--- src/include/cnn_params.svh ---
`ifndef CNN_PARAMS_SVH
`define CNN_PARAMS_SVH

// even image width and height
`define CNN_IMG_W 8
`define CNN_IMG_H 8

// 9 weights, 3 bias bytes, 4 scale bytes
`define CNN_PARAM_BYTES 16

// ingress depth and the source's credits after reset
`define CNN_IN_DEPTH 4

`define CNN_OUT_CREDITS_MAX 8

// right shift after the scale multiply
`define CNN_QUANT_SHIFT 16

`endif

--- src/rtl/cnn_pkg.sv ---
`default_nettype none

package cnn_pkg;

    // input pixel and quantized output byte
    typedef logic [7:0] pixel_t;

    typedef logic signed [7:0] weight_t;

    // nine 17-bit products fit in 20 bits
    typedef logic signed [19:0] acc_t;

    typedef logic signed [23:0] bias_t;
    typedef logic [31:0] scale_t;

    // row and column run up to the padding index
    typedef logic [3:0] coord_t;

    typedef logic [3:0] credit_t;

    typedef enum logic [1:0] {
        LOAD_PARAMS,
        STREAM,
        DRAIN
    } ctrl_state_t;

endpackage

`default_nettype wire

--- src/rtl/param_loader.sv ---
`timescale 1ns/1ps
`default_nettype none

`include "cnn_params.svh"

module param_loader (
    input  wire                    clk_top,
    input  wire                    rst_n,
    input  wire                    load,
    input  wire  cnn_pkg::pixel_t  byte_in,
    output cnn_pkg::weight_t       weights [9],
    output cnn_pkg::bias_t         bias,
    output cnn_pkg::scale_t        scale,
    output logic                   loaded
);

    localparam int BLOCK_W = 8 * `CNN_PARAM_BYTES;
    localparam int CNT_W   = $clog2(`CNN_PARAM_BYTES);

    logic [BLOCK_W-1:0] shift_r;
    logic [BLOCK_W-1:0] param_r;
    logic [CNT_W-1:0]   byte_cnt;

    assign loaded = load && (byte_cnt == CNT_W'(`CNN_PARAM_BYTES - 1));

    // new block goes live only once complete, so windows still in flight
    // keep the old weights, bias and scale
    always_ff @(posedge clk_top) begin
        if (load) begin
            shift_r <= {shift_r[BLOCK_W-9:0], byte_in};
        end
        if (loaded) begin
            param_r <= {shift_r[BLOCK_W-9:0], byte_in};
        end
    end

    always_ff @(posedge clk_top or negedge rst_n) begin
        if (!rst_n) begin
            byte_cnt <= '0;
        end else if (load) begin
            byte_cnt <= loaded ? '0 : byte_cnt + 1'b1;
        end
    end

    // first byte received is the top-left weight
    always_comb begin
        for (int i = 0; i < 9; i++) begin
            weights[i] = param_r[BLOCK_W - 8 - 8 * i +: 8];
        end
    end

    assign bias  = param_r[32 +: 24];
    assign scale = param_r[31:0];

endmodule

`default_nettype wire

--- config.mk ---
export PLATFORM = sky130hd
export DESIGN_NAME = param_loader
export DESIGN_NICKNAME = d
export VERILOG_FILES = /design/src/rtl/cnn_pkg.sv /design/src/rtl/param_loader.sv
export VERILOG_INCLUDE_DIRS = /design/src /design/src/include
export SDC_FILE = /design/constraint.sdc
export NUM_CORES = 1
export LEC_CHECK = 0
export ABC_AREA = 1
export BUFFER_PORTS_ARGS = -buffer_cell sky130_fd_sc_hd__buf_4
export CAP_MARGIN = 25
export CORE_ASPECT_RATIO = 1.2
export CORE_MARGIN = 4
export CORE_UTILIZATION = 49
export CTS_CLUSTER_DIAMETER = 150
export DETAILED_ROUTE_END_ITERATION = 7
export PLACE_DENSITY = 0.73
export SLEW_MARGIN = 40
export SYNTH_ARGS = -nofsm -noshare
export SYNTH_HDL_FRONTEND = slang
export SYNTH_SLANG_ARGS = --single-unit
--- constraint.sdc ---
create_clock -name clk_top -period 8.2 [get_ports clk_top]
set_input_delay 1.64 -clock clk_top [delete_from_list [all_inputs] [get_ports clk_top]]
set_output_delay 1.64 -clock clk_top [all_outputs]
set_load 0.03 [all_outputs]
# Word-level counts from Yosys, hierarchy flattened
# Index checks and enable logic that the tools add are counted.
# classes
n_addsub	1
muxes	1
reduce_logical	1
eq_ne	1
# op_table
cell	count
adder 4 x 1 -> 4 bit, second input constant	1
equality test 4 bit, second input constant	1
two-way mux 4 bit	1
logical AND 1 bit	1
# word_totals
reg_bits	252
wordCells	7
inputBits	11

# Logic depth before layout (Yosys ltp)
# depth
word_depth	3
depth_mapped	4
ltp_nobuf	4

# Worst setup path after synthesis
# OpenSTA, ideal clock, no wires.
# synth_timing
path_type	input-to-output
startpoint	input load
endpoint	output loaded
path_buffers	0
path_slack_ns	-0.847
required_time_ns	6.560
arrival_ns	7.407
path_stages	2
path_cell_list	nand3_1 nor2_1
# synth_via
elab_chain_cells	1
# synth_rtl
element	line	text
start: declaration	param_loader.sv:9	input wire load,
logical AND 1 bit	param_loader.sv:24	assign loaded = load && (byte_cnt == CNT_W'(`CNN_PARAM_BYTES - 1));
end: declaration	param_loader.sv:14	output logic loaded
# Every way passes these cells.

# Final worst setup path
# Ends and elaborated chain as after synthesis.

==> impl_results.md <==
- Die boundary height: 145 µm
- Top cells by area, synth: edfxtp_1 97%, dfrtp_1 1.3%, nand2_1 0.29%
- Total track usage: 12.0%
- Routed vias/inst: 4.75
- Clock buffer depth: 3
- Post-Route WL: 10900 µm
- Worst EP arrival: 2570 ps
- DIE WIDTH: 122 µm
- CTS Buf Count: 23
- Clk pwr share: 37.9%
- DRC Markers: 0
- Path category of the worst min-delay check: reg -> reg
- Routed Antenna Nets: 0
- Most common cell after layout, fill and taps aside: edfxtp_1
- Clock Latency Late Sink: 500 ps
- Skew final: 12.9 ps
- Post-DP HPWL: 6490 µm
- Area grow syn2layout: 26.9%
- # hold bufs at CTS: 0
- Overall Power: 0.00263 W
- Vias in the first global route: 3157
- Worst slew margin: 51.1%
- Max-cap viol count: 0
- Internal power: 0.00210 W
- Seq cells post-synth: 252
- Ports: 140
- Final Hold Viols: 0
- Tcrit/Tclk final: 51.3%
- Pre-antenna DRT Iters: 4
- Crit end category: output port
- CTS tree: done
- Post-CTS Resized: 0
- Maximum VDD drop: 178 µV
- Status: complete, no violations
- Post-Synthesis Cell Area: 7640 µm²
- First-pass GRT wire length: 16600 µm
- RSZ-0062 raised after global routing: no
- Crit start category: primary input
- Final net count: 451
- Overflow after GRT: 0
- Filler instances: 1009
- CP required: 6560 ps
- FP Rows: 49
- CTS sink cnt: 252
- Largest net degree at the start of global routing: 82
- Register share of total power: 57.8%
- Root Buffer: clkbuf_16
- Initial DRC Count: 231
- Vias: 3138
- Number of port buffers: 139
- Comb pwr share: 4.3%
- Sequential cell area: 7550 µm²
- Final setup vio count: 0
- Cell taking the most area after synthesis: edfxtp_1
- Switching Share: 20.0%
- Mapped Avg Cell Area: 28.1 µm²
- Crit Path Category: in -> out
- CP Max Fanout: 47
- DR WL/cell: 16.5 µm
- Post-CTS Repair Setup Buffers: 0
- Share of cells above drive strength 1: 38.6%
- Slowest stage cell, crit path: buf_6
- Psw: 0.000527 W
- Diodes inserted: 0
- GP Congestion: 0.749
- PD cells: 271 nW/µm²
- Worst Tran Pin Value: 733 ps
- P_leak: 3.47 nW
- Commonest non-fill, non-tap cells in the layout: 248 x edfxtp_1, 139 x buf_4, 23 x clkbuf_16
- Crit path largest cell delay: 350 ps
- Min Clock Period, post-route: 4210 ps
- Htree depth: 1
- Critical-path cell list: buf_6 -> nand3_1 -> nor2_4 -> buf_4
- Max Clk Rate: 0.238 GHz
- Mapped Cells: 272
- Total negative slack: 0 ps
- Syn_nets: 284
- Die area: 17700 µm²
- Starting Density: 50.5%
- Yosys Warn Count: 0
- Initial antenna violation count: 0
- Register area share after synthesis: 98.7%
- Yosys top cell area share: 97.4%
- Netlist cell types: 9
- Core area: 15100 µm²
- Area of the multi-input gates: 88.8 µm²
- Clk slew on worst S/H paths: 60 ps
- Max-slew violations: 0
[flip-flops by register name, summed over array words and instances (netlist names)]
| register | flops |
|---|---|
| byte_cnt | 4 |
| shift_r | 120 |
| param_r | 128 |
[final timing paths]
path / startpoint / endpoint / slack, ps / depth (start not counted)
worst max-delay path: load / loaded / 3990 / 4
worst min-delay path: shift_r[114]$_DFFE_PP_ / param_r[122]$_DFFE_PP_ / 420 / 0
worst max register to register: byte_cnt[0]$_DFFE_PN0P_ / param_r[72]$_DFFE_PP_ / 5700 / 5
worst min register to register: shift_r[114]$_DFFE_PP_ / param_r[122]$_DFFE_PP_ / 420 / 0
max in group asynchronous: rst_n / byte_cnt[2]$_DFFE_PN0P_ / 7160 / 1
min in group asynchronous: rst_n / byte_cnt[0]$_DFFE_PN0P_ / 930 / 1
[synth_stat cells (all sizes together)]
master and number:
nor2 2, inv 4, ha 1, dfrtp 4
xor2 1, o21ai 3, nand2 6, nand3 3
edfxtp 248
[worst max-delay path, delay by kind of cell]
kind	cells	cell delay, ps
simple gates	2	390
buf+inv	2	530
[power groups by stage]
stage	Clock (W)	Sequential, W	Combinational, W
finish	0.000998	0.00152	0.000113
global route	0.00109	0.00153	0.000124
CTS	0.00103	0.00152	0.000116
detailed placement	0	0.00155	0.000116
global placement	0	0.00154	0.000112
floorplan	0	0.00158	0.0000239
[cells by family (layout without fill, tap and decap cells)]
logic type               after synthesis  in the layout  share of synthesized area [%]
flip-flops                           252            252                           98.7
AND/OR/NAND/NOR                       11             11                          0.589
buffers and inverters                  4            188                          0.196
AO/OA/AOI/OAI                          3              3                          0.196
adder cells (fa/ha/maj)                1              1                          0.164
XOR/XNOR                               1              1                          0.115
[final cells by class]
class	count	area share (%)
clock buffer	27	6.09
clock inverter	15	1.30
inverter	4	0.155
multi-input combinational	16	0.916
sequential	252	77.8
tap	204	2.63
timing repair buffer	142	11.1
[per-stage QoR]
step	std cells	worst slack [ps]	utilization (%)	hold WS (ps)	area (µm²)
CTS	660	3960	64.1	421	9700
detailed placement	618	3970	59.3	406	8980
finish	660	3990	64.1	422	9700
global route	660	3880	64.1	433	9700
global placement	618	3990	59.3	402	8980
floorplan	272	1350	-	400	7650
[routing by layer]
| layer | vias up | GRT usage [%] | share of wire [%] |
|---|---|---|---|
| li1 | 1427 | - | - |
| met1 | 1558 | 15.9 | 39 |
| met2 | 136 | 18.2 | 46 |
| met3 | 17 | 5.87 | 13 |
| met4 | 0 | 3.07 | 1.5 |
| met5 | - | 0 | 0 |
Note: power is estimated with default switching activity, not from simulation.
