## src/include/cnn_params.svh

```systemverilog
`ifndef CNN_PARAMS_SVH
`define CNN_PARAMS_SVH

// even image width and height
`define CNN_IMG_W 8
`define CNN_IMG_H 8

// 9 weights, 3 bias bytes, 4 scale bytes
`define CNN_PARAM_BYTES 16

// ingress depth and the source's credits after reset
`define CNN_IN_DEPTH 4

`define CNN_OUT_CREDITS_MAX 8

// right shift after the scale multiply
`define CNN_QUANT_SHIFT 16

`endif

```

## src/rtl/cnn_pkg.sv

```systemverilog
`default_nettype none

package cnn_pkg;

    // input pixel and quantized output byte
    typedef logic [7:0] pixel_t;

    typedef logic signed [7:0] weight_t;

    // nine 17-bit products fit in 20 bits
    typedef logic signed [19:0] acc_t;

    typedef logic signed [23:0] bias_t;
    typedef logic [31:0] scale_t;

    // row and column run up to the padding index
    typedef logic [3:0] coord_t;

    typedef logic [3:0] credit_t;

    typedef enum logic [1:0] {
        LOAD_PARAMS,
        STREAM,
        DRAIN
    } ctrl_state_t;

endpackage

`default_nettype wire

```

## src/rtl/conv_mac.sv

```systemverilog
`timescale 1ns/1ps
`default_nettype none

module conv_mac (
    input  wire                    clk_top,
    input  wire                    rst_n,
    input  wire  cnn_pkg::pixel_t  win [9],
    input  wire                    win_valid,
    input  wire  cnn_pkg::weight_t weights [9],
    output cnn_pkg::acc_t          acc,
    output logic                   acc_valid
);

    // 9-bit unsigned pixel times 8-bit weight
    localparam int PROD_W = 17;

    logic signed [PROD_W-1:0] prod [9];
    logic                     prod_valid;
    cnn_pkg::acc_t            prod_sum;

    always_ff @(posedge clk_top) begin
        if (win_valid) begin
            for (int i = 0; i < 9; i++) begin
                prod[i] <= $signed({1'b0, win[i]}) * weights[i];
            end
        end
    end

    always_comb begin
        prod_sum = '0;
        for (int i = 0; i < 9; i++) begin
            prod_sum = prod_sum + prod[i];
        end
    end

    always_ff @(posedge clk_top) begin
        if (prod_valid) begin
            acc <= prod_sum;
        end
    end

    always_ff @(posedge clk_top or negedge rst_n) begin
        if (!rst_n) begin
            prod_valid <= 1'b0;
            acc_valid  <= 1'b0;
        end else begin
            prod_valid <= win_valid;
            acc_valid  <= prod_valid;
        end
    end

endmodule

`default_nettype wire

```

## config.mk

```make
export PLATFORM = sky130hd
export DESIGN_NAME = conv_mac
export DESIGN_NICKNAME = d
export VERILOG_FILES = /design/src/include/cnn_params.svh /design/src/rtl/cnn_pkg.sv /design/src/rtl/conv_mac.sv
export SDC_FILE = /design/constraint.sdc
export NUM_CORES = 2
export LEC_CHECK = 0
export ABC_AREA = 1
export BUFFER_PORTS_ARGS = -buffer_cell sky130_fd_sc_hd__clkbuf_2
export CORE_MARGIN = 5
export CORE_UTILIZATION = 40
export CTS_CLUSTER_SIZE = 10
export DETAILED_ROUTE_END_ITERATION = 8
export GPL_TIMING_DRIVEN = 0
export PLACE_DENSITY_LB_ADDON = 0.25
export SETUP_SLACK_MARGIN = 0.05
export SLEW_MARGIN = 20
export SYNTH_ARGS = -nofsm -noshare
export SYNTH_HDL_FRONTEND = slang
export SYNTH_SLANG_ARGS = --single-unit
```

## constraint.sdc

```tcl
create_clock -name clk_top -period 4.62 [get_ports clk_top]
set_input_delay 0.924 -clock clk_top [delete_from_list [all_inputs] [get_ports clk_top]]
set_output_delay 0.924 -clock clk_top [all_outputs]
set_load 0.01 [all_outputs]
```

Yosys cells after proc, flatten, opt, wreduce, memory -nomap -nowiden

Memories as Yosys holds them, arrays and structs flattened.
Cells that the tools add are included.

Input port bits: 147
Word-level logic and storage cells: 23
Register bits after elaboration: 22
Memories kept: 1
Memory bits (writable): 153
Output and inout port bits: 21

Memories:

| memory | words | bits a word | read ports | clocked after memory_dff | wr ports | line           | text |
|---|---|---|---|---|---|---|---|
| prod   | 9     | 17          | 9          | 0                        | 9        | conv_mac.sv:17 | `logic signed [PROD_W-1:0] prod [9];` |

Add/subtract/negate cells: 8
Multiply operators: 9
Muxes and demuxes: 2

Operators by type and width:

| cell                       | number |
|---|---|
| multiplier 9 x 8 -> 17 bit | 9 |
| adder 20 x 17 -> 20 bit    | 5 |
| adder 19 x 17 -> 20 bit    | 1 |
| adder 18 x 17 -> 19 bit    | 1 |
| adder 17 x 17 -> 18 bit    | 1 |
| 2-to-1 mux 1 bit           | 2 |

Logic depth before layout (Yosys ltp)

Depth after elaboration: 8
Depth in mapped cells: 20
Mapped depth without buffers: 19

Worst setup path after synthesis

No wires, ideal clock.

Path kind: input -> register
Start: in weights[47] (netlist bit)
End: mem prod[3][16], data pin
Slack: 0.050 ns
Path buffers: 0
Setup time: 0.254 ns
Data required time: 4.366 ns
Arrival time: 4.316 ns
Stages on the path: 16
Path through: clkinv_1 or2_2 fa_1 inv_1 fa_1 fa_1 inv_1 fa_1 inv_1 ha_1 a21oi_1 nor2_1 o21ai_0 nand3_1 nand2_1 nand2_1

RTL lines:

| item               | line           | text |
|---|---|---|
| start: declaration | conv_mac.sv:9  | `input wire cnn_pkg::weight_t weights [9],` |
| end: declaration   | conv_mac.sv:17 |  |

==> impl_metrics.py <==
metrics = {
    "floorplanning": {
        "row_count": 101,
        "die-area_um2": 81400,
        "die_h_um": 285,
        "die_w_um": 285,
        "ios": 168,
        "start_util_pct": 40.1,
        "design.core.area_um2": 75600,
    },
    "layout": {
        "area_delta_synth_final_pct": 7.77,
        "final_layout_size_suffix_gt1_share_pct": 7.11,
        "final_net_count": 4722,
    },
    "cts": {
        "htreeDepth": 4,
        "numCtsBuffers": 17,
        "worstSkewPairLatency_ns": 0.44,
        "clkTransAtPathRegs_ns": 0.07,
        "clk_path_buf_depth": 2,
        "cts_tree": "yes",
        "cts_num_sinks": 175,
        "cts_root_buf": "clkbuf_16",
    },
    "yosys": {
        "synth.largest_area_cell": "fa_1",
        "yosys_warnings": 0,
        "ys_types": 32,
        "ys.flop_type": "edfxtp_1",
        "synthTopCellsByCount": "1115 x inv_1, 841 x nand2_1, 454 x fa_1, 407 x ha_1, 173 x edfxtp_1",
        "ys_async_sr_fraction_pct": 1.14,
        "synthCells": 3652,
        "ys_seq_area_share_pct": 17.3,
        "synth_area_um2": 30300,
        "synth-edff-count": 173,
        "yosysTopAreaCellShare_pct": 30.0,
        "synth_most_common_cell": "inv_1",
        "synth_area_leaders": "fa_1 30%, edfxtp_1 17%, ha_1 17%",
        "avgSynthCellArea_um2": 8.30,
        "ys_ff_latch": 175,
        "synth_nets": 4660,
    },
    "critical_path": {
        "required_ns": 4.78,
        "end_kind": "register",
        "crit_arrival_ns": 4.59,
        "cp_max_fo": 8,
        "reg2reg_depth": 16,
        "worstSetupPathType": "in2reg",
        "crit_path_start_kind": "input pin",
    },
    "placement": {
        "place_congestion": 0.849,
        "port_buffers": 32,
        "hpwl_mm": 58.0,
    },
    "routing": {
        "vias": 21300,
        "routed-wl-met2_mm": 33.9,
        "wl_met3_mm": 1.68,
        "via_per_inst": 4.53,
        "drt_iter0_markers": 956,
        "firstDrtPassIters": 5,
        "wl_met1_mm": 30.0,
        "ant_nets": 0,
        "remaining_drc_errors": 0,
        "highest_layer": "met4",
        "drt_wl_total_mm": 66.3,
        "post_drt_wl_per_cell_um": 14.1,
    },
    "sta": {
        "tightestPinTransition_ns": 0.875,
        "rsz0062_at_grt": "true",
        "fmax_ghz": 0.226,
        "finalSetupViolCount": 0,
        "drv_slew": 0,
        "whs_ns": 0.278,
        "clock_skew_ns": 0.0109,
        "hold_viol_final": 0,
        "fin_crit_ns": 4.43,
        "slew_headroom_pct": 41.7,
        "post-route-period-util_pct": 95.9,
    },
    "min_path": {
        "holdCritPathClass": "in2async",
    },
    "global_routing": {
        "grt_max_degree": 97,
        "grt_pass1_wl_mm": 112,
        "first_global_vias": 22300,
        "track_usage_pct": 16.9,
        "grt_antenna_before_repair": 1,
        "grt-ovfl-total": 0,
    },
    "run": {
        "cap_viol_max_count": 0,
    },
    "run_status": {
        "outcome": "complete, no violations",
    },
}
-- area by class of cell --
class | instances | area, µm²
tap | 978 | 1220
multi-input combinational | 2226 | 20500
sequential | 175 | 5250
inverter | 1116 | 4210
buffer | 135 | 598
timing repair buffer | 43 | 277
clock buffer | 17 | 425
antenna | 1 | 2.50
fill | 7563 | 42900
clock inverter | 15 | 218
-- placed cells by master (no fill, tap or decap), types with 10 or more instances in the layout --
cell / instances
clkbuf_16: 17
nand3_1: 72
fa_1: 452
clkbuf_1: 61
xnor2_1: 23
a21oi_1: 67
nor3_1: 16
a31oi_1: 11
nand2_2: 29
a21oi_2: 15
xor2_1: 60
nand4_1: 18
ha_1: 401
o21ai_0: 20
o21ai_1: 10
nor2_1: 104
or2_2: 44
nand2_1: 839
inv_1: 1110
clkbuf_2: 104
o21ai_2: 12
edfxtp_1: 173
-- routing by layer --
| layer | track usage, % | vias to the layer above |
|---|---|---|
| li1 | - | 10800 |
| met4 | 2.73 | 0 |
| met5 | 0 | - |
| met3 | 1.25 | 36 |
| met1 | 22.5 | 10300 |
| met2 | 30.9 | 247 |
-- worst max-delay path: stages --
cell and delay [ns]:
clkbuf_1 0.32, nand2_1 0.12, fa_1 0.49, fa_1 0.54
inv_1 0.05, fa_1 0.47, inv_1 0.05, fa_1 0.47
inv_1 0.04, ha_1 0.35, a21oi_1 0.21, nor2_1 0.06
nor2_1 0.08, nand2_1 0.10, nand2_1 0.10, nand2_1 0.06
nand2_1 0.06, nand2_1 0.10
-- metrics by stage --
step                      util, %  cells  setup slack, ns  setup TNS, ns  cell area, µm²
after floorplan                 -   3652           0.0576              0           30300
after global placement       42.0   4662           -0.422         -15.00           31700
after detailed placement     42.0   4663           -0.442         -15.77           31700
after CTS                    42.9   4695           0.0880              0           32400
after global routing         43.2   4706           0.0297              0           32700
final                        43.2   4706            0.190              0           32700
-- state kept, by name, summed over array words and instances (netlist names) --
| register | flops |
|---|---|
| acc | 20 |
| prod | 153 |
| prod_valid | 1 |
| acc_valid | 1 |
-- path summary, 6_finish.rpt --
path	startpoint	to	slack [ns]
setup / recovery	win[12]	prod[7][15]	0.19
hold / removal	rst_n	acc_valid	0.28
setup reg to reg	prod[8][2]	acc[14]	0.27
hold reg to reg	prod[7][0]	acc[0]	0.86
max in group asynchronous	rst_n	prod_valid	4.23
min in group clk_top	prod[7][0]	acc[0]	0.86
-- cells by family after synthesis --
group | Yosys count | synth area share [%]
flip-flops | 175 | 17.3
AND/OR/NAND/NOR | 1127 | 15.1
AO/OA/AOI/OAI | 155 | 2.93
buffers and inverters | 1251 | 15.5
XOR/XNOR | 83 | 2.40
adder cells (fa/ha/maj) | 861 | 46.8
-- what timing repair did --
item | in CTS | in global routing
endpoints found under the setup margin | 4 | 41
gates resized for setup | 1 | 182
hold buffers | 0 | 0
hold endpoints to repair | 0 | 0
buffers inserted | 0 | 10
Power is not shown: default switching activity piles up to over one toggle a cycle in this logic, so the estimate is an artifact.
