File: src/include/cnn_params.svh
`ifndef CNN_PARAMS_SVH
`define CNN_PARAMS_SVH

// even image width and height
`define CNN_IMG_W 8
`define CNN_IMG_H 8

// 9 weights, 3 bias bytes, 4 scale bytes
`define CNN_PARAM_BYTES 16

// ingress depth and the source's credits after reset
`define CNN_IN_DEPTH 4

`define CNN_OUT_CREDITS_MAX 8

// right shift after the scale multiply
`define CNN_QUANT_SHIFT 16

`endif

File: src/rtl/ingress_fifo.sv
`timescale 1ns/1ps
`default_nettype none

`include "cnn_params.svh"

module ingress_fifo (
    input  wire        clk_top,
    input  wire        rst_n,
    input  wire  [7:0] in_data,
    input  wire        in_valid,
    input  wire        pop,
    output logic [7:0] head,
    output logic       not_empty,
    output logic       in_credit
);

    localparam int DEPTH = `CNN_IN_DEPTH;
    localparam int PTR_W = $clog2(DEPTH);
    localparam int CNT_W = $clog2(DEPTH + 1);

    logic [7:0]       mem [DEPTH];
    logic [PTR_W-1:0] wr_ptr;
    logic [PTR_W-1:0] rd_ptr;
    logic [CNT_W-1:0] count;
    logic             do_pop;
    logic             full;

    assign full      = (count == CNT_W'(DEPTH));
    assign not_empty = (count != '0);
    assign do_pop    = pop && not_empty;
    assign head      = mem[rd_ptr];

    always_ff @(posedge clk_top) begin
        if (in_valid) begin
            mem[wr_ptr] <= in_data;
        end
    end

    always_ff @(posedge clk_top or negedge rst_n) begin
        if (!rst_n) begin
            wr_ptr    <= '0;
            rd_ptr    <= '0;
            count     <= '0;
            in_credit <= 1'b0;
        end else begin
            if (in_valid) begin
                wr_ptr <= (wr_ptr == PTR_W'(DEPTH - 1)) ? '0 : wr_ptr + 1'b1;
            end
            if (do_pop) begin
                rd_ptr <= (rd_ptr == PTR_W'(DEPTH - 1)) ? '0 : rd_ptr + 1'b1;
            end
            count     <= count + CNT_W'(in_valid) - CNT_W'(do_pop);
            // one credit back per byte taken
            in_credit <= do_pop;
        end
    end

    // source must hold its credits, so a full buffer never sees a push
    no_overrun: assert property (@(posedge clk_top) disable iff (!rst_n)
        in_valid |-> !full);

endmodule

`default_nettype wire

File: config.mk
export PLATFORM = sky130hd
export DESIGN_NAME = ingress_fifo
export DESIGN_NICKNAME = d
export VERILOG_FILES = /design/src/rtl/ingress_fifo.sv
export VERILOG_INCLUDE_DIRS = /design/src /design/src/include
export SDC_FILE = /design/constraint.sdc
export NUM_CORES = 1
export LEC_CHECK = 0
export ABC_CLOCK_PERIOD_IN_PS = 5880
export BUFFER_PORTS_ARGS = -buffer_cell sky130_fd_sc_hd__buf_2
export CORE_MARGIN = 2
export CORE_UTILIZATION = 40
export DETAILED_ROUTE_END_ITERATION = 16
export SYNTH_ARGS = -nofsm -noshare
export SYNTH_HDL_FRONTEND = slang
export SYNTH_SLANG_ARGS = --single-unit
export TNS_END_PERCENT = 1
File: constraint.sdc
create_clock -name clk_top -period 5.88 [get_ports clk_top]
set_input_delay 1.176 -clock clk_top [delete_from_list [all_inputs] [get_ports clk_top]]
set_output_delay 1.176 -clock clk_top [all_outputs]
set_load 0.05 [all_outputs]
== Word level (Yosys, flattened, before mapping) ==
Memories as Yosys holds them, arrays and structs flattened.
Cells that the tools add are included.

* Equal/unequal tests: 2
* Reduce and logical (&&, ||, !) cells: 2
* Shift operators: 0
* Multiplexer cells: 4
* Bitwise gates (word level): 0
* Magnitude comparators: 0
* Div/mod/pow operators: 0
* Add/sub/neg operators: 4
* Multiply operators: 0

{| class="wikitable"
|+ Operators with widths
! operator !! count
|-
| 2-bit by 1-bit adder with 2-bit output, second input constant || 2
|-
| 2-bit == test, second input constant || 2
|-
| 2-bit 2-to-1 mux || 2
|-
| 3-bit by 1-bit adder with 3-bit output || 1
|-
| 3-bit nonzero test || 1
|-
| 3-bit by 1-bit subtractor with 3-bit output || 1
|-
| 1-bit 2-to-1 mux || 2
|-
| 1-bit logical AND || 1
|}

* Output and inout port bits: 10
* Memories: 1
* Bits in writable memories: 32
* Input port bits: 12
* Word-level logic and storage cells: 17
* Register bits: 8
* Bits in latches: 0
* Bits in read-only memories: 0

{| class="wikitable"
|+ Memory list
! memory !! depth !! bits a word !! read ports !! clocked after Yosys merged registers in !! wr ports !! RTL line !! text
|-
| mem || 4 || 8 || 1 || 0 || 1 || ingress_fifo.sv:21 || <nowiki>logic [7:0] mem [DEPTH];</nowiki>
|}

== Depth between registers and ports, before layout ==
* Depth after elaboration: 3
* Gate-level depth with buffers: 9
* Gate-level depth less buffers: 9

== Least setup slack after synthesis ==
No wires, ideal clock.

* Path kind: input port to flip-flop
* Start point: in pop
* End point: reg count[2]
* Required time: 5.755 ns
* Path buffers: 0
* Library setup time: 0.125 ns
* Stages: 9
* Setup slack: 3.352 ns
* Arrival: 2.403 ns
* Cells stage by stage: o31ai_4 inv_1 ha_1 inv_1 ha_1 inv_1 fa_1 xnor2_1 xnor2_1

* Word-level cells in the longest chain between the ends: 2

{| class="wikitable"
|+ Ends and longest elaborated chain
! what !! RTL line !! text
|-
| start, declared || ingress_fifo.sv:11 || <nowiki>input wire pop,</nowiki>
|-
| 1-bit logical AND || ingress_fifo.sv:30 || <nowiki>assign do_pop = pop && not_empty;</nowiki>
|-
| named net do_pop || ingress_fifo.sv:25 || <nowiki>logic do_pop;</nowiki>
|-
| 3-bit by 1-bit subtractor with 3-bit output || ingress_fifo.sv:52 || <nowiki>count <= count + CNT_W'(in_valid) - CNT_W'(do_pop);</nowiki>
|-
| end signal, assigned || ingress_fifo.sv:52 ||
|-
| end, declared || ingress_fifo.sv:24 || <nowiki>logic [CNT_W-1:0] count;</nowiki>
|}

The timed path passes the listed nets, and every way through them passes these cells.
A chain may end at the register's enable or synchronous reset.

== Final worst setup path ==
* Start point: reg rd_ptr[0]
* End point: out head[5]

* Word-level cells in the longest chain between the ends: 1

{| class="wikitable"
|+ Ends and longest elaborated chain
! what !! RTL line !! text
|-
| start, declared || ingress_fifo.sv:23 || <nowiki>logic [PTR_W-1:0] rd_ptr;</nowiki>
|-
| start signal, assigned || ingress_fifo.sv:50 || <nowiki>rd_ptr <= (rd_ptr == PTR_W'(DEPTH - 1)) ? '0 : rd_ptr + 1'b1;</nowiki>
|-
| memory 4 x 8 bit || n/a ||
|-
| end, declared || ingress_fifo.sv:12 || <nowiki>output logic [7:0] head,</nowiki>
|}

Every way passes these cells.

==> results.md <==
- Setup Buffers After CTS: 0
- Clk_lat worst skew: 0.28 ns
- Core Rows: 23
- Number of global-route vias before repair: between 800 and 900
- Initial DRC Count: 62
- Worst R2R End: count[2]
- IO Pins: 22
- Most frequent cells in the layout: edfxtp_1, buf_2, mux4_2, dfrtp_1
- CTS tree: yes
- Fin nets: 126
- Arrival @ worst endpoint: 1.82 ns
- Setup crit end: head[5]
- Largest net degree at the start of global routing: 13
- Hold Path Class: flop to flop
- Routed Antenna Nets: 0
- Post-Place Worst Slack: 3.11 ns
- Yosys reg bits: 40
- Final setup fails: 0
- Total Routed Length: approximately 2.3 mm
- Pre-Repair DR Iteration Count: 4
- Vias per cell: 4.91
- Worst rel slew slack: 61.0%
- Worst setup path start: rd_ptr[0]
- Max VDD drop: roughly 0.24 mV
- Fin. max-slew vios: 0
- Synthesis Warnings: 0
- Crit Path Class: flop to primary output
- Setup Skew: 0.00131 ns
- Setup_tns: 0 ns
- Critical Path Sink Type: primary output
- Commonest non-fill, non-tap cell in the layout: edfxtp_1
- CP required: 4.70 ns
- Total CTS buffers: 5
- # hold bufs at CTS: 0
- Status: completed
- TritonCTS Sinks: 40
- Routed WL per cell: 14.8 um
- Tot Pwr: 1.01 mW
- FMAX: about 330 MHz
- Synth unique cells: 17
- Overall routing resource usage: 12.8%
- Mapped Area: 1610 um^2
- Layout cell share with drive strength beyond 1: between 30% and 40%
- Period utilisation layout: 50.9%
- RSZ-0062 raised after global routing: no
- CTS clk-pin slew, worst paths: about 0.070 ns
- Power Density: ~540 nW/um^2
- Core area: 3940 um^2
- GPL Wtd Cong: ~0.64
- Root buf cell: clkbuf_8
- Syn Area/Cell: 20.1 um^2
- Die extent in x: 67.5 um
- Highest net fanout along the worst path: 11
- P&R area growth vs syn: 16.1%
- Pleak: 0.710 nW
- Least-Margin Pin Slew: a little under 0.6 ns
- Remaining global-route overflow: 0
- Die area: 4550 um^2
- Fin. Hold Viols: 0
- Initial antenna violation count: 0
- Vias: a little under 800
- Clock Path Buffers: 2
- Placed Area: 1760 um^2
- First-pass GRT wire length: between 3 and 4 mm
- Effective utilization at floorplan: 40.8%
- H-tree depth: 2
- Die Y-Extent: 67.5 um
- Synthesized Nets: 100
- Worst setup SP type: flop
- FF-to-FF setup slack: between 3 and 4 ns
- Post-DP HPWL: 1.63 mm
- # resized after CTS: 0
- Tmin final: roughly 3.0 ns
- Remaining DRCs: 0
- Post-Synthesis Cells: 80
- Max-cap violations: 0
- Finished Cell Area: 1870 um^2
- R2r worst-path depth: 9
- RR Startpoint: count[1]
- Ant. Diodes: 0
- Post-synthesis sequential area ratio: 72.1%
- Final setup margin: approximately 2.9 ns
- Count of input and output buffers: 21
cell families after synthesis:
family          Yosys count  synth area share (%)
flops                    40                  72.1
xor+xnor                  2                  1.09
fa+ha+maj                 8                  6.68
simple gates              8                  2.95
compound gates            3                  1.94
mux                      10                  12.6
buf+inv                   9                  2.64
critical path: stages (launching register included):
cell and delay (ns):
dfrtp_1 0.72, mux4_2 0.59, buf_2 0.23
power by group:
| group | switching (mW) | total (mW) | internal, mW |
|---|---|---|---|
| Sequential | 0.0609 | 0.434 | 0.373 |
| Combinational | 0.230 | 0.364 | 0.134 |
| Clock | 0.0859 | 0.212 | 0.126 |
worst min-delay path by stage:
stage	from	end	slack, ns	cells past startpoint
CTS	count[2]	count[2]	0.56	1
floorplan	count[2]	count[2]	0.51	1
global route	count[2]	count[2]	0.60	1
detailed placement	count[2]	count[2]	0.55	1
finish	count[2]	count[2]	0.56	1
global placement	count[2]	count[2]	0.54	1
sequential cells by signal, indices dropped and copies added, names as in the netlist:
| name | count |
|---|---|
| count | 3 |
| in_credit | 1 |
| mem | 32 |
| rd_ptr | 2 |
| wr_ptr | 2 |
final cells by class:
class / instances / area, um^2
multi-input combinational: 31 / 407
clock inverter: 2 / 35.0
timing repair buffer: 21 / 105
fill: 334 / 2070
sequential: 40 / 1160
tap: 50 / 62.6
inverter: 7 / 26.3
clock buffer: 6 / 72.6
metrics by stage:
stage                     util [%]  hold slack (ns)  std cells
after floorplan                  -            0.513         80
after global placement        44.7            0.543        149
after detailed placement      44.7            0.546        149
after CTS                     47.4            0.561        157
after global routing          47.4            0.602        157
final                         47.4            0.556        157
routing by layer:
metal	GRT usage (%)	wire, um	up-vias
met5	0	0	-
met4	6.12	36	0
met3	4.50	98	3
met2	20.9	1250	17
met1	15.0	940	396
li1	-	-	355
synthesized netlist by cell type:
library cell / count / share of area [%]
inv_1: 7 / 1.6
mux2_2: 2 / 1.4
dfrtp_1: 8 / 12
mux4_2: 8 / 11
fa_1: 1 / 1.2
xnor2_1: 2 / 1.1
and2_1: 4 / 1.6
o21ai_0: 2 / 0.62
buf_6: 1 / 0.70
nand2_1: 1 / 0.23
nor2_1: 1 / 0.23
edfxtp_1: 32 / 60
o31ai_4: 1 / 1.3
or3_1: 1 / 0.39
or3b_1: 1 / 0.54
ha_1: 7 / 5.4
clkbuf_2: 1 / 0.31
Note: power is estimated with default switching activity, not from simulation.
