<file path="src/include/cnn_params.svh">
`ifndef CNN_PARAMS_SVH
`define CNN_PARAMS_SVH

// even image width and height
`define CNN_IMG_W 8
`define CNN_IMG_H 8

// 9 weights, 3 bias bytes, 4 scale bytes
`define CNN_PARAM_BYTES 16

// ingress depth and the source's credits after reset
`define CNN_IN_DEPTH 4

`define CNN_OUT_CREDITS_MAX 8

// right shift after the scale multiply
`define CNN_QUANT_SHIFT 16

`endif

</file>
<file path="src/rtl/cnn_pkg.sv">
`default_nettype none

package cnn_pkg;

    // input pixel and quantized output byte
    typedef logic [7:0] pixel_t;

    typedef logic signed [7:0] weight_t;

    // nine 17-bit products fit in 20 bits
    typedef logic signed [19:0] acc_t;

    typedef logic signed [23:0] bias_t;
    typedef logic [31:0] scale_t;

    // row and column run up to the padding index
    typedef logic [3:0] coord_t;

    typedef logic [3:0] credit_t;

    typedef enum logic [1:0] {
        LOAD_PARAMS,
        STREAM,
        DRAIN
    } ctrl_state_t;

endpackage

`default_nettype wire

</file>
<file path="src/rtl/line_window.sv">
`timescale 1ns/1ps
`default_nettype none

`include "cnn_params.svh"

module line_window (
    input  wire                    clk_top,
    input  wire                    rst_n,
    input  wire                    shift,
    input  wire  cnn_pkg::pixel_t  pix,
    input  wire  cnn_pkg::coord_t  col,
    input  wire  cnn_pkg::coord_t  row,
    output cnn_pkg::pixel_t        win [9],
    output logic                   win_valid
);

    localparam int W     = `CNN_IMG_W;
    localparam int IDX_W = $clog2(W);
    localparam cnn_pkg::coord_t PAD_COL = cnn_pkg::coord_t'(`CNN_IMG_W);

    // previous row and the one before it
    cnn_pkg::pixel_t row1_mem [W];
    cnn_pkg::pixel_t row2_mem [W];

    // columns as top, middle, bottom
    cnn_pkg::pixel_t col_in [3];
    cnn_pkg::pixel_t col_m1 [3];
    cnn_pkg::pixel_t col_m2 [3];

    logic             in_image;
    logic             left_pad;
    logic             emit;
    logic [IDX_W-1:0] col_idx;

    assign in_image = (col != PAD_COL);
    assign left_pad = (col == cnn_pkg::coord_t'(1));
    assign emit     = (row != '0) && (col != '0);
    assign col_idx  = col[IDX_W-1:0];

    // rows above the frame top read as zero
    always_comb begin
        col_in[0] = '0;
        col_in[1] = '0;
        if (in_image && (row >= cnn_pkg::coord_t'(2))) begin
            col_in[0] = row2_mem[col_idx];
        end
        if (in_image && (row != '0)) begin
            col_in[1] = row1_mem[col_idx];
        end
        col_in[2] = pix;
    end

    always_ff @(posedge clk_top) begin
        if (shift) begin
            if (in_image) begin
                row2_mem[col_idx] <= row1_mem[col_idx];
                row1_mem[col_idx] <= pix;
            end
            col_m2 <= col_m1;
            col_m1 <= col_in;
            // window centred one row up and one column left
            if (emit) begin
                for (int r = 0; r < 3; r++) begin
                    win[3 * r]     <= left_pad ? '0 : col_m2[r];
                    win[3 * r + 1] <= col_m1[r];
                    win[3 * r + 2] <= col_in[r];
                end
            end
        end
    end

    always_ff @(posedge clk_top or negedge rst_n) begin
        if (!rst_n) begin
            win_valid <= 1'b0;
        end else begin
            win_valid <= shift && emit;
        end
    end

endmodule

`default_nettype wire

</file>
<file path="config.mk">
export PLATFORM = sky130hd
export DESIGN_NAME = line_window
export DESIGN_NICKNAME = d
export VERILOG_FILES = /design/src/rtl/cnn_pkg.sv /design/src/rtl/line_window.sv
export VERILOG_INCLUDE_DIRS = /design/src /design/src/include
export SDC_FILE = /design/constraint.sdc
export NUM_CORES = 1
export LEC_CHECK = 0
export BUFFER_PORTS_ARGS = -buffer_cell sky130_fd_sc_hd__buf_2
export CAP_MARGIN = 30
export CELL_PAD_IN_SITES_DETAIL_PLACEMENT = 1
export CELL_PAD_IN_SITES_GLOBAL_PLACEMENT = 1
export CORE_MARGIN = 2
export CORE_UTILIZATION = 54
export DETAILED_ROUTE_END_ITERATION = 6
export GPL_TIMING_DRIVEN = 0
export MAX_ROUTING_LAYER = met4
export PLACE_DENSITY = 0.92
export SLEW_MARGIN = 40
export SYNTH_ARGS = -nofsm -noshare
export SYNTH_HDL_FRONTEND = slang
export SYNTH_SLANG_ARGS = --single-unit
export TNS_END_PERCENT = 10
</file>
<file path="constraint.sdc">
create_clock -name clk_top -period 2.4 [get_ports clk_top]
set_input_delay 0.24 -clock clk_top [delete_from_list [all_inputs] [get_ports clk_top]]
set_output_delay 0.24 -clock clk_top [all_outputs]
set_load 0.05 [all_outputs]
</file>
== Word level (Yosys, flattened, before mapping) ==
Memory sizes are Yosys's and may differ from the RTL's.
Cells that the tools add are included.
Storage, ports and cells
  register bits: 121
  bits in latches: 0
  RAM bits: 128
  memory bits (read-only): 0
  output and inout bits: 73
  logic and storage cells: 33
  memories: 2
Memories
  row1_mem: words 8, bits a word 8, read ports 1, clocked after memory_dff 0, write ports 1, RTL line line_window.sv:22  | cnn_pkg::pixel_t row1_mem [W];
  row2_mem: words 8, bits a word 8, read ports 1, clocked after memory_dff 0, write ports 1, RTL line line_window.sv:23  | cnn_pkg::pixel_t row2_mem [W];
Operators by class
  add/subtract/negate cells: 0
  multipliers: 0
  div/mod/pow operators: 0
  magnitude comparators: 1
  eq/ne operators: 2
  shift-type cells: 0
  muxes and demuxes: 5
  bitwise gates (word level): 0
  reductions and logical operators: 7
Operator list (count)
  $mux W8: 2
  $reduce_bool A4 Y1: 2
  $eq A4 B1 Y1 const B: 1
  $ge A4 B2 Y1 const B: 1
  $logic_and A1 B1 Y1: 4
  $ne A4 B4 Y1 const B: 1
  $mux W1: 3
  $reduce_and A2 Y1: 1

== Logic depth before layout (Yosys ltp) ==
Gate-level depths: netlist of the first run.
  depth in word-level cells: 4
  mapped depth: 6
  mapped depth without buffers: 3

== Worst setup path before layout of the first run ==
No wires, ideal clock.
  path kind: input port to flip-flop
  start: input port col[0]
  end: register win_valid
  library setup time: 0.665 ns
  arrival: 6.256 ns
  required time: 1.735 ns
  setup slack: -4.521 ns
  cell stages on the path: 5
  buffers on the path: 3
  cell sequence: buf_2 buf_2 buf_2 nor4_1 nor3b_1
Between the ends
  word-level cells in the longest chain between the ends: 3
Ends and longest elaborated chain
  start, declared: RTL line line_window.sv:11  | input wire cnn_pkg::coord_t col,
  $reduce_bool A4 Y1: RTL line line_window.sv:37  | assign emit = (row != '0) && (col != '0);
  $logic_and A1 B1 Y1: RTL line line_window.sv:37
  $logic_and A1 B1 Y1: RTL line line_window.sv:76  | win_valid <= shift && emit;
  end signal, assigned: RTL line line_window.sv:76
  end, declared: RTL line line_window.sv:14  | output logic win_valid
Every way passes these cells.
A chain may end at the register's enable or synchronous reset.

== Worst setup path in the final report of the first run ==
  start: input port shift
  end: register win[11] (netlist name) (enable)
Between the ends
  word-level cells in the longest chain between the ends: 1
Ends and longest elaborated chain
  start, declared: RTL line line_window.sv:9  | input wire shift,
  $reduce_and A2 Y1 (no line)
  end signal, assigned by index: RTL line line_window.sv:64  | win[3 * r] <= left_pad ? '0 : col_m2[r];
  end signal, assigned by index: RTL line line_window.sv:65  | win[3 * r + 1] <= col_m1[r];
  end signal, assigned by index: RTL line line_window.sv:66  | win[3 * r + 2] <= col_in[r];
  end, declared: RTL line line_window.sv:13  | output cnn_pkg::pixel_t win [9],
Every way passes these cells.

==> summary.md, run 1 <==
| Metric | Value |
|---|---|
| Status | `complete, no violations` |
| Inserted Diodes | `0` |
| Max-slew violation count | `0` |
| Vias per cell | `around 5.9` |
| Total power | `9.90 mW` |
| Total Wirelength | `~22000 um` |
| Drt pass-1 iters | `5` |
| Most used cell, CP | `buf_4` |
| Worst Path Class, Setup | `in2reg` |
| Num Clock Sinks | `between 200 and 250` |
| Placed insts | `approximately 720` |
| Predominant post-synthesis flop cell | `edfxtp_1` |
| Num ports | `92` |
| Core ar. | `between 15000 and 20000 sq um` |
| Internal | `between 7 and 8 mW` |
| All-layer global routing usage | `26.6%` |
| Met1 Wirelength | `between 8000 and 9000 um` |
| Switching Power | `2.33 mW` |
| Clk root buf | `clkbuf_16` |
| Routed met3 length | `approximately 1500 um` |
| H-tree depth | `1` |
| Crit-path max FO | `between 50 and 60` |
| Metal2 WL | `~12000 um` |
| Required @ worst endpoint | `between 2 and 3 ns` |
| Setup Viol. Count Final | `0` |
| RR Startpoint | `row1_mem[3][5]` |
| Worst Slack Setup Final | `0.178 ns` |
| Critical path origin | `shift` |
| Commonest cells post-synth | `edfxtp_1, nor2b_1, mux2i_1` |
| Nets@finish | `between 500 and 600` |
| Die Y | `between 100 and 150 um` |
| Vias in the first global route | `4964` |
| Critical Path AT | `roughly 2.4 ns` |
| Critical path cell sequence | `buf_4 -> nor3b_4 -> buf_6 -> buf_8 -> buf_4 -> buf_4` |
| Post-DP HPWL | `13100 um` |
| CTS tree | `built` |
| Syn Inst Count | `approximately 400` |
| Reg2reg setup slack | `slightly below 0.8 ns` |
| HP Class | `in2async` |
| Max-cap violations | `0` |
| Port bufs | `89` |
| FFs w/ async S/R, synth | `less than 1%` |
| Final antenna-violating net count | `0` |
| Sw Share | `a little under a quarter` |
| Worst r2r dst | `row2_mem[5][5]` |
| Area growth syn-to-layout | `19.8%` |
| Global-route wire length before repair | `approximately 33000 um` |
| Rel. slew slack | `between 40 and 50%` |
| # DRC | `0` |
| Syn Std Cell Area | `approximately 9000 sq um` |
| Non-Filler Instances | `766` |
| Initial Util | `between 50% and 60%` |
| CP max stage delay | `approximately 0.64 ns` |
| TritonCTS Buffers | `25` |
| RSZ-0062 raised after global routing | `false` |
| Die footprint | `around 17000 sq um` |
| CTS clk-pin slew, worst paths | `0.06 ns` |
| Vias | `between 4000 and 5000` |
| Placement Setup Slack | `-0.292 ns` |
| Site Rows | `46` |
| VDD IR max | `between 500 and 600 uV` |
| Setup crit end | `win[11]` |
| Max Clock Freq | `around 450 MHz` |
| Flop pwr share | `52.0%` |
| Leak Pwr | `about 3.7 nW` |
| Clock Skews | `0.0285 ns` |
| Routability cong. | `0.747` |
| Initial antenna violation count | `0` |
| Comb power frac | `9.0%` |
| Worst Max-Slew Pin Slew | `around 0.76 ns` |
| Hold Violations, Final | `0` |
| Synth Warn # | `0` |
| Post-synth top area cell | `edfxtp_1` |
| Layout cell share with drive strength beyond 1 | `around 34%` |
| CP endpoint kind | `register` |
| Pwr Density | `936 nW/um^2` |
| Slowest CP cell | `nor3b_4` |
| Count leader, synth | `edfxtp_1` |
| Distinct cells, synth | `26` |
| Maximum root-to-sink buffer count | `3` |
| Congestion Overflow GR | `0` |
| Startpoint types | `primary input` |
| Largest net degree at the start of global routing | `53` |
| Highest routed layer | `met4` |
| First DRT Iteration DRCs | `about 380` |
| Wirelength per Cell | `between 20 and 30 um` |
| Final min period | `approximately 2.2 ns` |
| Syn avg cell area | `roughly 22 sq um` |
| Number of synthesized flops with an enable pin | `about 250` |
| Skew-Pair Late Insertion Delay | `around 0.52 ns` |
| #FFs+latches synth | `roughly 250` |
| Area contributors post-synth | `edfxtp_1, mux4_2, nor2b_1` |
| Chip width | `132 um` |
| Filler cells | `between 1000 and 1500` |
| Clock power frac | `between 30 and 40%` |
| Register area share after synthesis | `a little over four fifths` |
| R2R cell count | `3` |
| Period utilization | `92.6%` |
| Syn Nets | `428` |
| Hold Slack | `between 0.02 and 0.03 ns` |
| Yosys top cell area share | `84.3%` |
## what timing repair did
action	in CTS	in global routing
buffers inserted	0	0
setup endpoints to repair	0	6
endpoints found under the hold margin	1	0
hold buffers	1	0
gates resized for setup	0	1
## cells by family after synthesis
group / count (synthesis) / share of synthesized area (%)
buffers and inverters: 17 / 1.01
AND/OR/NAND/NOR: 71 / 4.46
flip-flops: 249 / 84.6
multiplexers: 45 / 7.43
AO/OA/AOI/OAI: 27 / 2.48
## critical path, delay by kind of cell
| kind | cells | cell delay, ns |
|---|---|---|
| AND/OR/NAND/NOR | 1 | 0.64 |
| buffers and inverters | 5 | 1.47 |
## state kept, by name, summed over array words and instances, names as in the netlist
signal     cells
win_valid      1
col_m2        24
row1_mem      64
col_m1        24
win           72
row2_mem      64
## cells in the final DEF (no fill, tap or decap), drive strengths merged, types with 3 or more instances in the layout
cell type  count
mux2i         16
nor3          11
bufinv         3
buf          109
a211oi         4
mux4          15
edfxtp       248
mux2          14
clkinv         4
o22ai          7
nor4           3
nor2b         29
nor2          15
nand2b         4
a32o           7
a22o           8
clkbuf        41
nand2          4
## metrics by stage
step	instance area (sq um)	setup TNS (ns)	utilization [%]
2_1_floorplan	8880	-44.66	-
3_3_place_gp	9600	-216.33	60.2
3_5_place_dp	9750	-8.16	61.2
4_1_cts	10600	0	66.2
5_1_grt	10600	0	66.4
6_report	10600	0	66.4
## cell type report
cell class                      count  area (sq um)  area share, %
Clock buffer                       35           683           6.46
Timing Repair Buffer               99           553           5.23
Multi-Input combinational cell    143          1370           13.0
Clock inverter                      7           113           1.06
Tap cell                          216           270           2.55
Sequential cell                   249          7470           70.6
Buffer                             17           118           1.11
## per-layer routing
metal,vias to the layer above,GRT usage (%)
met4,0,10.7
met5,-,-
li1,1899,-
met2,259,45.4
met1,2294,32.4
met3,60,3.46
## worst min-delay path by stage
| stage | from | endpoint | slack, ns |
|---|---|---|---|
| global placement | rst_n | win_valid | 0.01 |
| floorplan | rst_n | win_valid | -0.06 |
| CTS | rst_n | win_valid | 0.005 |
| global route | rst_n | win_valid | 0.03 |
| finish | rst_n | win_valid | 0.03 |
| detailed placement | rst_n | win_valid | 0.02 |
## power groups by stage
| stage | clock network, mW | registers (mW) | logic (mW) |
|---|---|---|---|
| floorplan | 0 | 5.55 | 0.243 |
| global placement | 0 | 5.21 | 0.793 |
| detailed placement | 0 | 5.23 | 0.869 |
| CTS | 3.90 | 5.15 | 0.894 |
| global route | 4.02 | 5.17 | 0.933 |
| finish | 3.86 | 5.15 | 0.895 |
Power figures use the tool's default switching activity.
==> run 2, diff against run 1 <==
--- a/config.mk
+++ b/config.mk
@@ -6,16 +6,17 @@
 export SDC_FILE = /design/constraint.sdc
 export NUM_CORES = 1
 export LEC_CHECK = 0
+export ABC_AREA = 1
 export BUFFER_PORTS_ARGS = -buffer_cell sky130_fd_sc_hd__buf_2
 export CAP_MARGIN = 30
 export CELL_PAD_IN_SITES_DETAIL_PLACEMENT = 1
 export CELL_PAD_IN_SITES_GLOBAL_PLACEMENT = 1
 export CORE_MARGIN = 2
-export CORE_UTILIZATION = 54
+export CORE_UTILIZATION = 52
 export DETAILED_ROUTE_END_ITERATION = 6
 export GPL_TIMING_DRIVEN = 0
 export MAX_ROUTING_LAYER = met4
-export PLACE_DENSITY = 0.92
+export PLACE_DENSITY = 0.93
 export SLEW_MARGIN = 40
 export SYNTH_ARGS = -nofsm -noshare
 export SYNTH_HDL_FRONTEND = slang
==> run 2 against run 1 <==
Worst hold slack gained 0.0098 ns. Synthesized cell count grew 75%. Flip-flop and latch count is the same. Global-route usage grew 4.5 points. Combinational power grew 11%. First-iteration DRC count grew 74%. Sequential power is essentially flat. Die area grew 9.7%. Via count grew 41%. Final area grew 4.1%. Highest routed layer unchanged.
==> summary.md, run 2 <==
| Metric | Value |
|---|---|
| Largest register FFs | `72 (unchanged)` |
| VDD IR max | `545 uV (-2.7%)` |
| Mux cell area share after synthesis | `0% (-7.4 points)` |
| Routability cong. | `0.819 (+9.6%)` |
| Predominant post-synthesis flop cell | `edfxtp_1` |
| Initial antenna violation count | `0 (unchanged)` |
| Commonest non-fill, non-tap cells in the layout | `edfxtp_1, nand2_1, inv_1, buf_2, nor2_1` |
| Distinct cells, synth | `19 (-27%)` |
| Layout cell share with drive strength beyond 1 | `18.7% (-15 points)` |
| Startpoint types | `primary input` |
| Vias | `6371 (+41%)` |
| Largest Register | `win` |
| Leak Pwr | `4.56 nW (+24%)` |
| Syn Nets | `736 (+72%)` |
| Total power | `10.1 mW (+2.0%)` |
| CTS clk-pin slew, worst paths | `0.06 ns (about the same)` |
| Max Clock Freq | `460 MHz (+2.3%)` |
| Final min period | `2.17 ns (-0.0496 ns)` |
| Commonest cells post-synth | `edfxtp_1, nand2_1, inv_1` |
| Non-Filler Instances | `1086 (+42%)` |
| Post-synth top area cell | `edfxtp_1` |
| First DRT Iteration DRCs | `656 (+74%)` |
| Placed insts | `1040 (+44%)` |
| Hold Violations, Final | `0 (unchanged)` |
| RSZ-0062 raised after global routing | `false` |
| Post-DP HPWL | `16400 um (+25%)` |
| Worst Max-Slew Pin Slew | `0.737 ns (-0.0244 ns)` |
| Num ports | `92 (unchanged)` |
| Filler cells | `1756 (+35%)` |
| # DRC | `0 (unchanged)` |
| Num Clock Sinks | `249 (unchanged)` |
| Largest regs | `win (72), row1_mem (64), row2_mem (64)` |
| XOR/XNOR Fraction of Synth Area | `0% (unchanged)` |
| Crit-path max FO | `16 (-69%)` |
| Inserted Diodes | `0 (unchanged)` |
| Setup Viol. Count Final | `0 (unchanged)` |
| Final Core Density | `61.9% (-4.4 points)` |
| Clock Skews | `0.0378 ns (+0.00931 ns)` |
| Post-Synth Adder-Cell Area | `0% (unchanged)` |
| FFs w/ async S/R, synth | `0.402% (unchanged)` |
| Area contributors post-synth | `edfxtp_1, nand2_1, inv_1` |
| Congestion Overflow GR | `0 (unchanged)` |
| Register area share after synthesis | `79.9% (-4.8 points)` |
| Max-cap violations | `0 (unchanged)` |
| # Post-CTS Setup Buffers | `0 (unchanged)` |
| Initial Util | `52.6% (-2.8 points)` |
| HP Class | `in2reg` |
| Max-slew violation count | `0 (unchanged)` |
| Pwr Density | `918 nW/um^2 (-2.0%)` |
| Commonest non-fill, non-tap cell in the layout | `edfxtp_1` |
| Nets@finish | `858 (+55%)` |
| Yosys top cell area share | `79.6% (-4.7 points)` |
| Synth Area in Compound Gates | `0.722% (-1.8 points)` |
| Chip width | `138 um (+4.8%)` |
| Setup TNS | `0 ns (unchanged)` |
| Die Y | `138 um (+4.8%)` |
| Synth Warn # | `0 (unchanged)` |
| Wirelength per Cell | `26.6 um (-6.9%)` |
| Critical Path AT | `2.27 ns (-0.16 ns)` |
| Total Wirelength | `28900 um (+32%)` |
| TritonCTS Buffers | `24 (-4.0%)` |
| Global-route wire length before repair | `43200 um (+31%)` |
| Clk root buf | `clkbuf_16` |
| Main combinational cell family by area after synthesis | `simple AND/OR/NAND/NOR gates` |
| Site Rows | `49 (+6.5%)` |
| Die footprint | `19100 sq um (+9.7%)` |
| Simple-gate area share of the yosys netlist | `13.7% (+9.2 points)` |
| Vias in the first global route | `6874 (+38%)` |
| Skew-Pair Late Insertion Delay | `0.54 ns (+0.02 ns)` |
| Port bufs | `90 (+1.1%)` |
| Largest net degree at the start of global routing | `51 (-3.8%)` |
| Period utilization | `90.5% (-2.1 points)` |
| Syn Inst Count | `717 (+75%)` |
| #FFs+latches synth | `249 (unchanged)` |
| Status | `complete, no violations` |
| Worst Path Class, Setup | `in2reg` |
| Required @ worst endpoint | `2.49 ns (-0.12 ns)` |
| Hold Slack | `0.0384 ns (+0.00976 ns)` |
| Rel. slew slack | `50.8% (+1.8 points)` |
| All-layer global routing usage | `31.1% (+4.5 points)` |
| Vias per cell | `5.87 (-0.41%)` |
| Number of synthesized flops with an enable pin | `248 (unchanged)` |
| Core ar. | `17800 sq um (+12%)` |
| Maximum root-to-sink buffer count | `3 (unchanged)` |
| Count leader, synth | `edfxtp_1` |
| Area growth syn-to-layout | `17.7%` |
| Final antenna-violating net count | `0 (unchanged)` |
| Drt pass-1 iters | `5 (unchanged)` |
| Syn Std Cell Area | `9360 sq um (+6.0%)` |
| Syn avg cell area | `13.0 sq um (-40%)` |
| CTS tree | `built` |
| CP endpoint kind | `register` |
| H-tree depth | `1 (unchanged)` |
-- run 2: changes by cell type after synthesis, sizes merged, moves of 7 or more --
cell	previous run	this run
mux4	15	0
nor2b	29	0
mux2i	16	0
a32o	7	0
nor3	11	2
nand3	0	43
mux2	14	0
nor2	15	81
nand2	4	195
a22o	8	0
inv	0	112
a21oi	0	9
o22ai	7	0
-- run 2: stage by stage --
| stage | setup WS [ns] | instance area [sq um] |
|---|---|---|
| 3_3_place_gp | -1.36 | 10100 |
| 6_report | 0.228 | 11000 |
| 3_5_place_dp | -0.231 | 10200 |
| 2_1_floorplan | 0.148 | 9360 |
| 4_1_cts | 0.276 | 11000 |
| 5_1_grt | 0.127 | 11000 |
-- run 2: area by class of cell --
class / instances / area [sq um] / share of cell area (%)
tap: 229 / 287 / 2.60
multi-input combinational: 333 / 1380 / 12.5
timing repair buffer: 96 / 520 / 4.73
sequential: 249 / 7470 / 67.8
buffer: 23 / 114 / 1.03
clock inverter: 15 / 168 / 1.52
inverter: 112 / 435 / 3.95
clock buffer: 29 / 639 / 5.81
-- run 2: critical path, stage by stage --
cell        delay [ns]
buf_4             0.17
nor2_2            0.45
nand3_1           0.28
nand2_1           0.36
nor2_1            0.13
nand2_1           0.15
clkinvlp_4        0.46
-- run 2: where the power goes --
group	internal (mW)	total [mW]	switching [mW]
Sequential	5.08	5.17	0.0931
Combinational	0.177	0.994	0.818
Clock	2.24	3.94	1.70
-- run 2: final timing paths --
check,from,end,slack [ns],cells past startpoint
max,col[1],row1_mem[7][4],0.23,7
min,pix[6],win[6],0.04,1
max reg2reg,row1_mem[6][0],row2_mem[5][0],0.78,6
max in group asynchronous,rst_n,win_valid,1.76,3
min in group asynchronous,rst_n,win_valid,0.54,3
min reg2reg,col_m1[1],win[9],0.46,0
-- run 2: logic make-up after synthesis --
group / Yosys count
AND/OR/NAND/NOR: 321
flip-flops: 249
AO/OA/AOI/OAI: 12
buffers and inverters: 135
-- run 2: what timing repair did --
action | in CTS | in global routing
setup endpoints to repair | 0 | 64
hold endpoints to repair | 1 | 0
resized for setup | 0 | 4
hold buffers | 2 | 0
-- run 2: routing by layer --
metal / track usage, % / up-vias / part of all wire (%)
li1: - / 2600 / -
met5: - / - / 0
met2: 53.0 / 467 / 51
met3: 4.99 / 125 / 8.3
met4: 14.8 / 0 / 4.9
met1: 36.3 / 3179 / 36
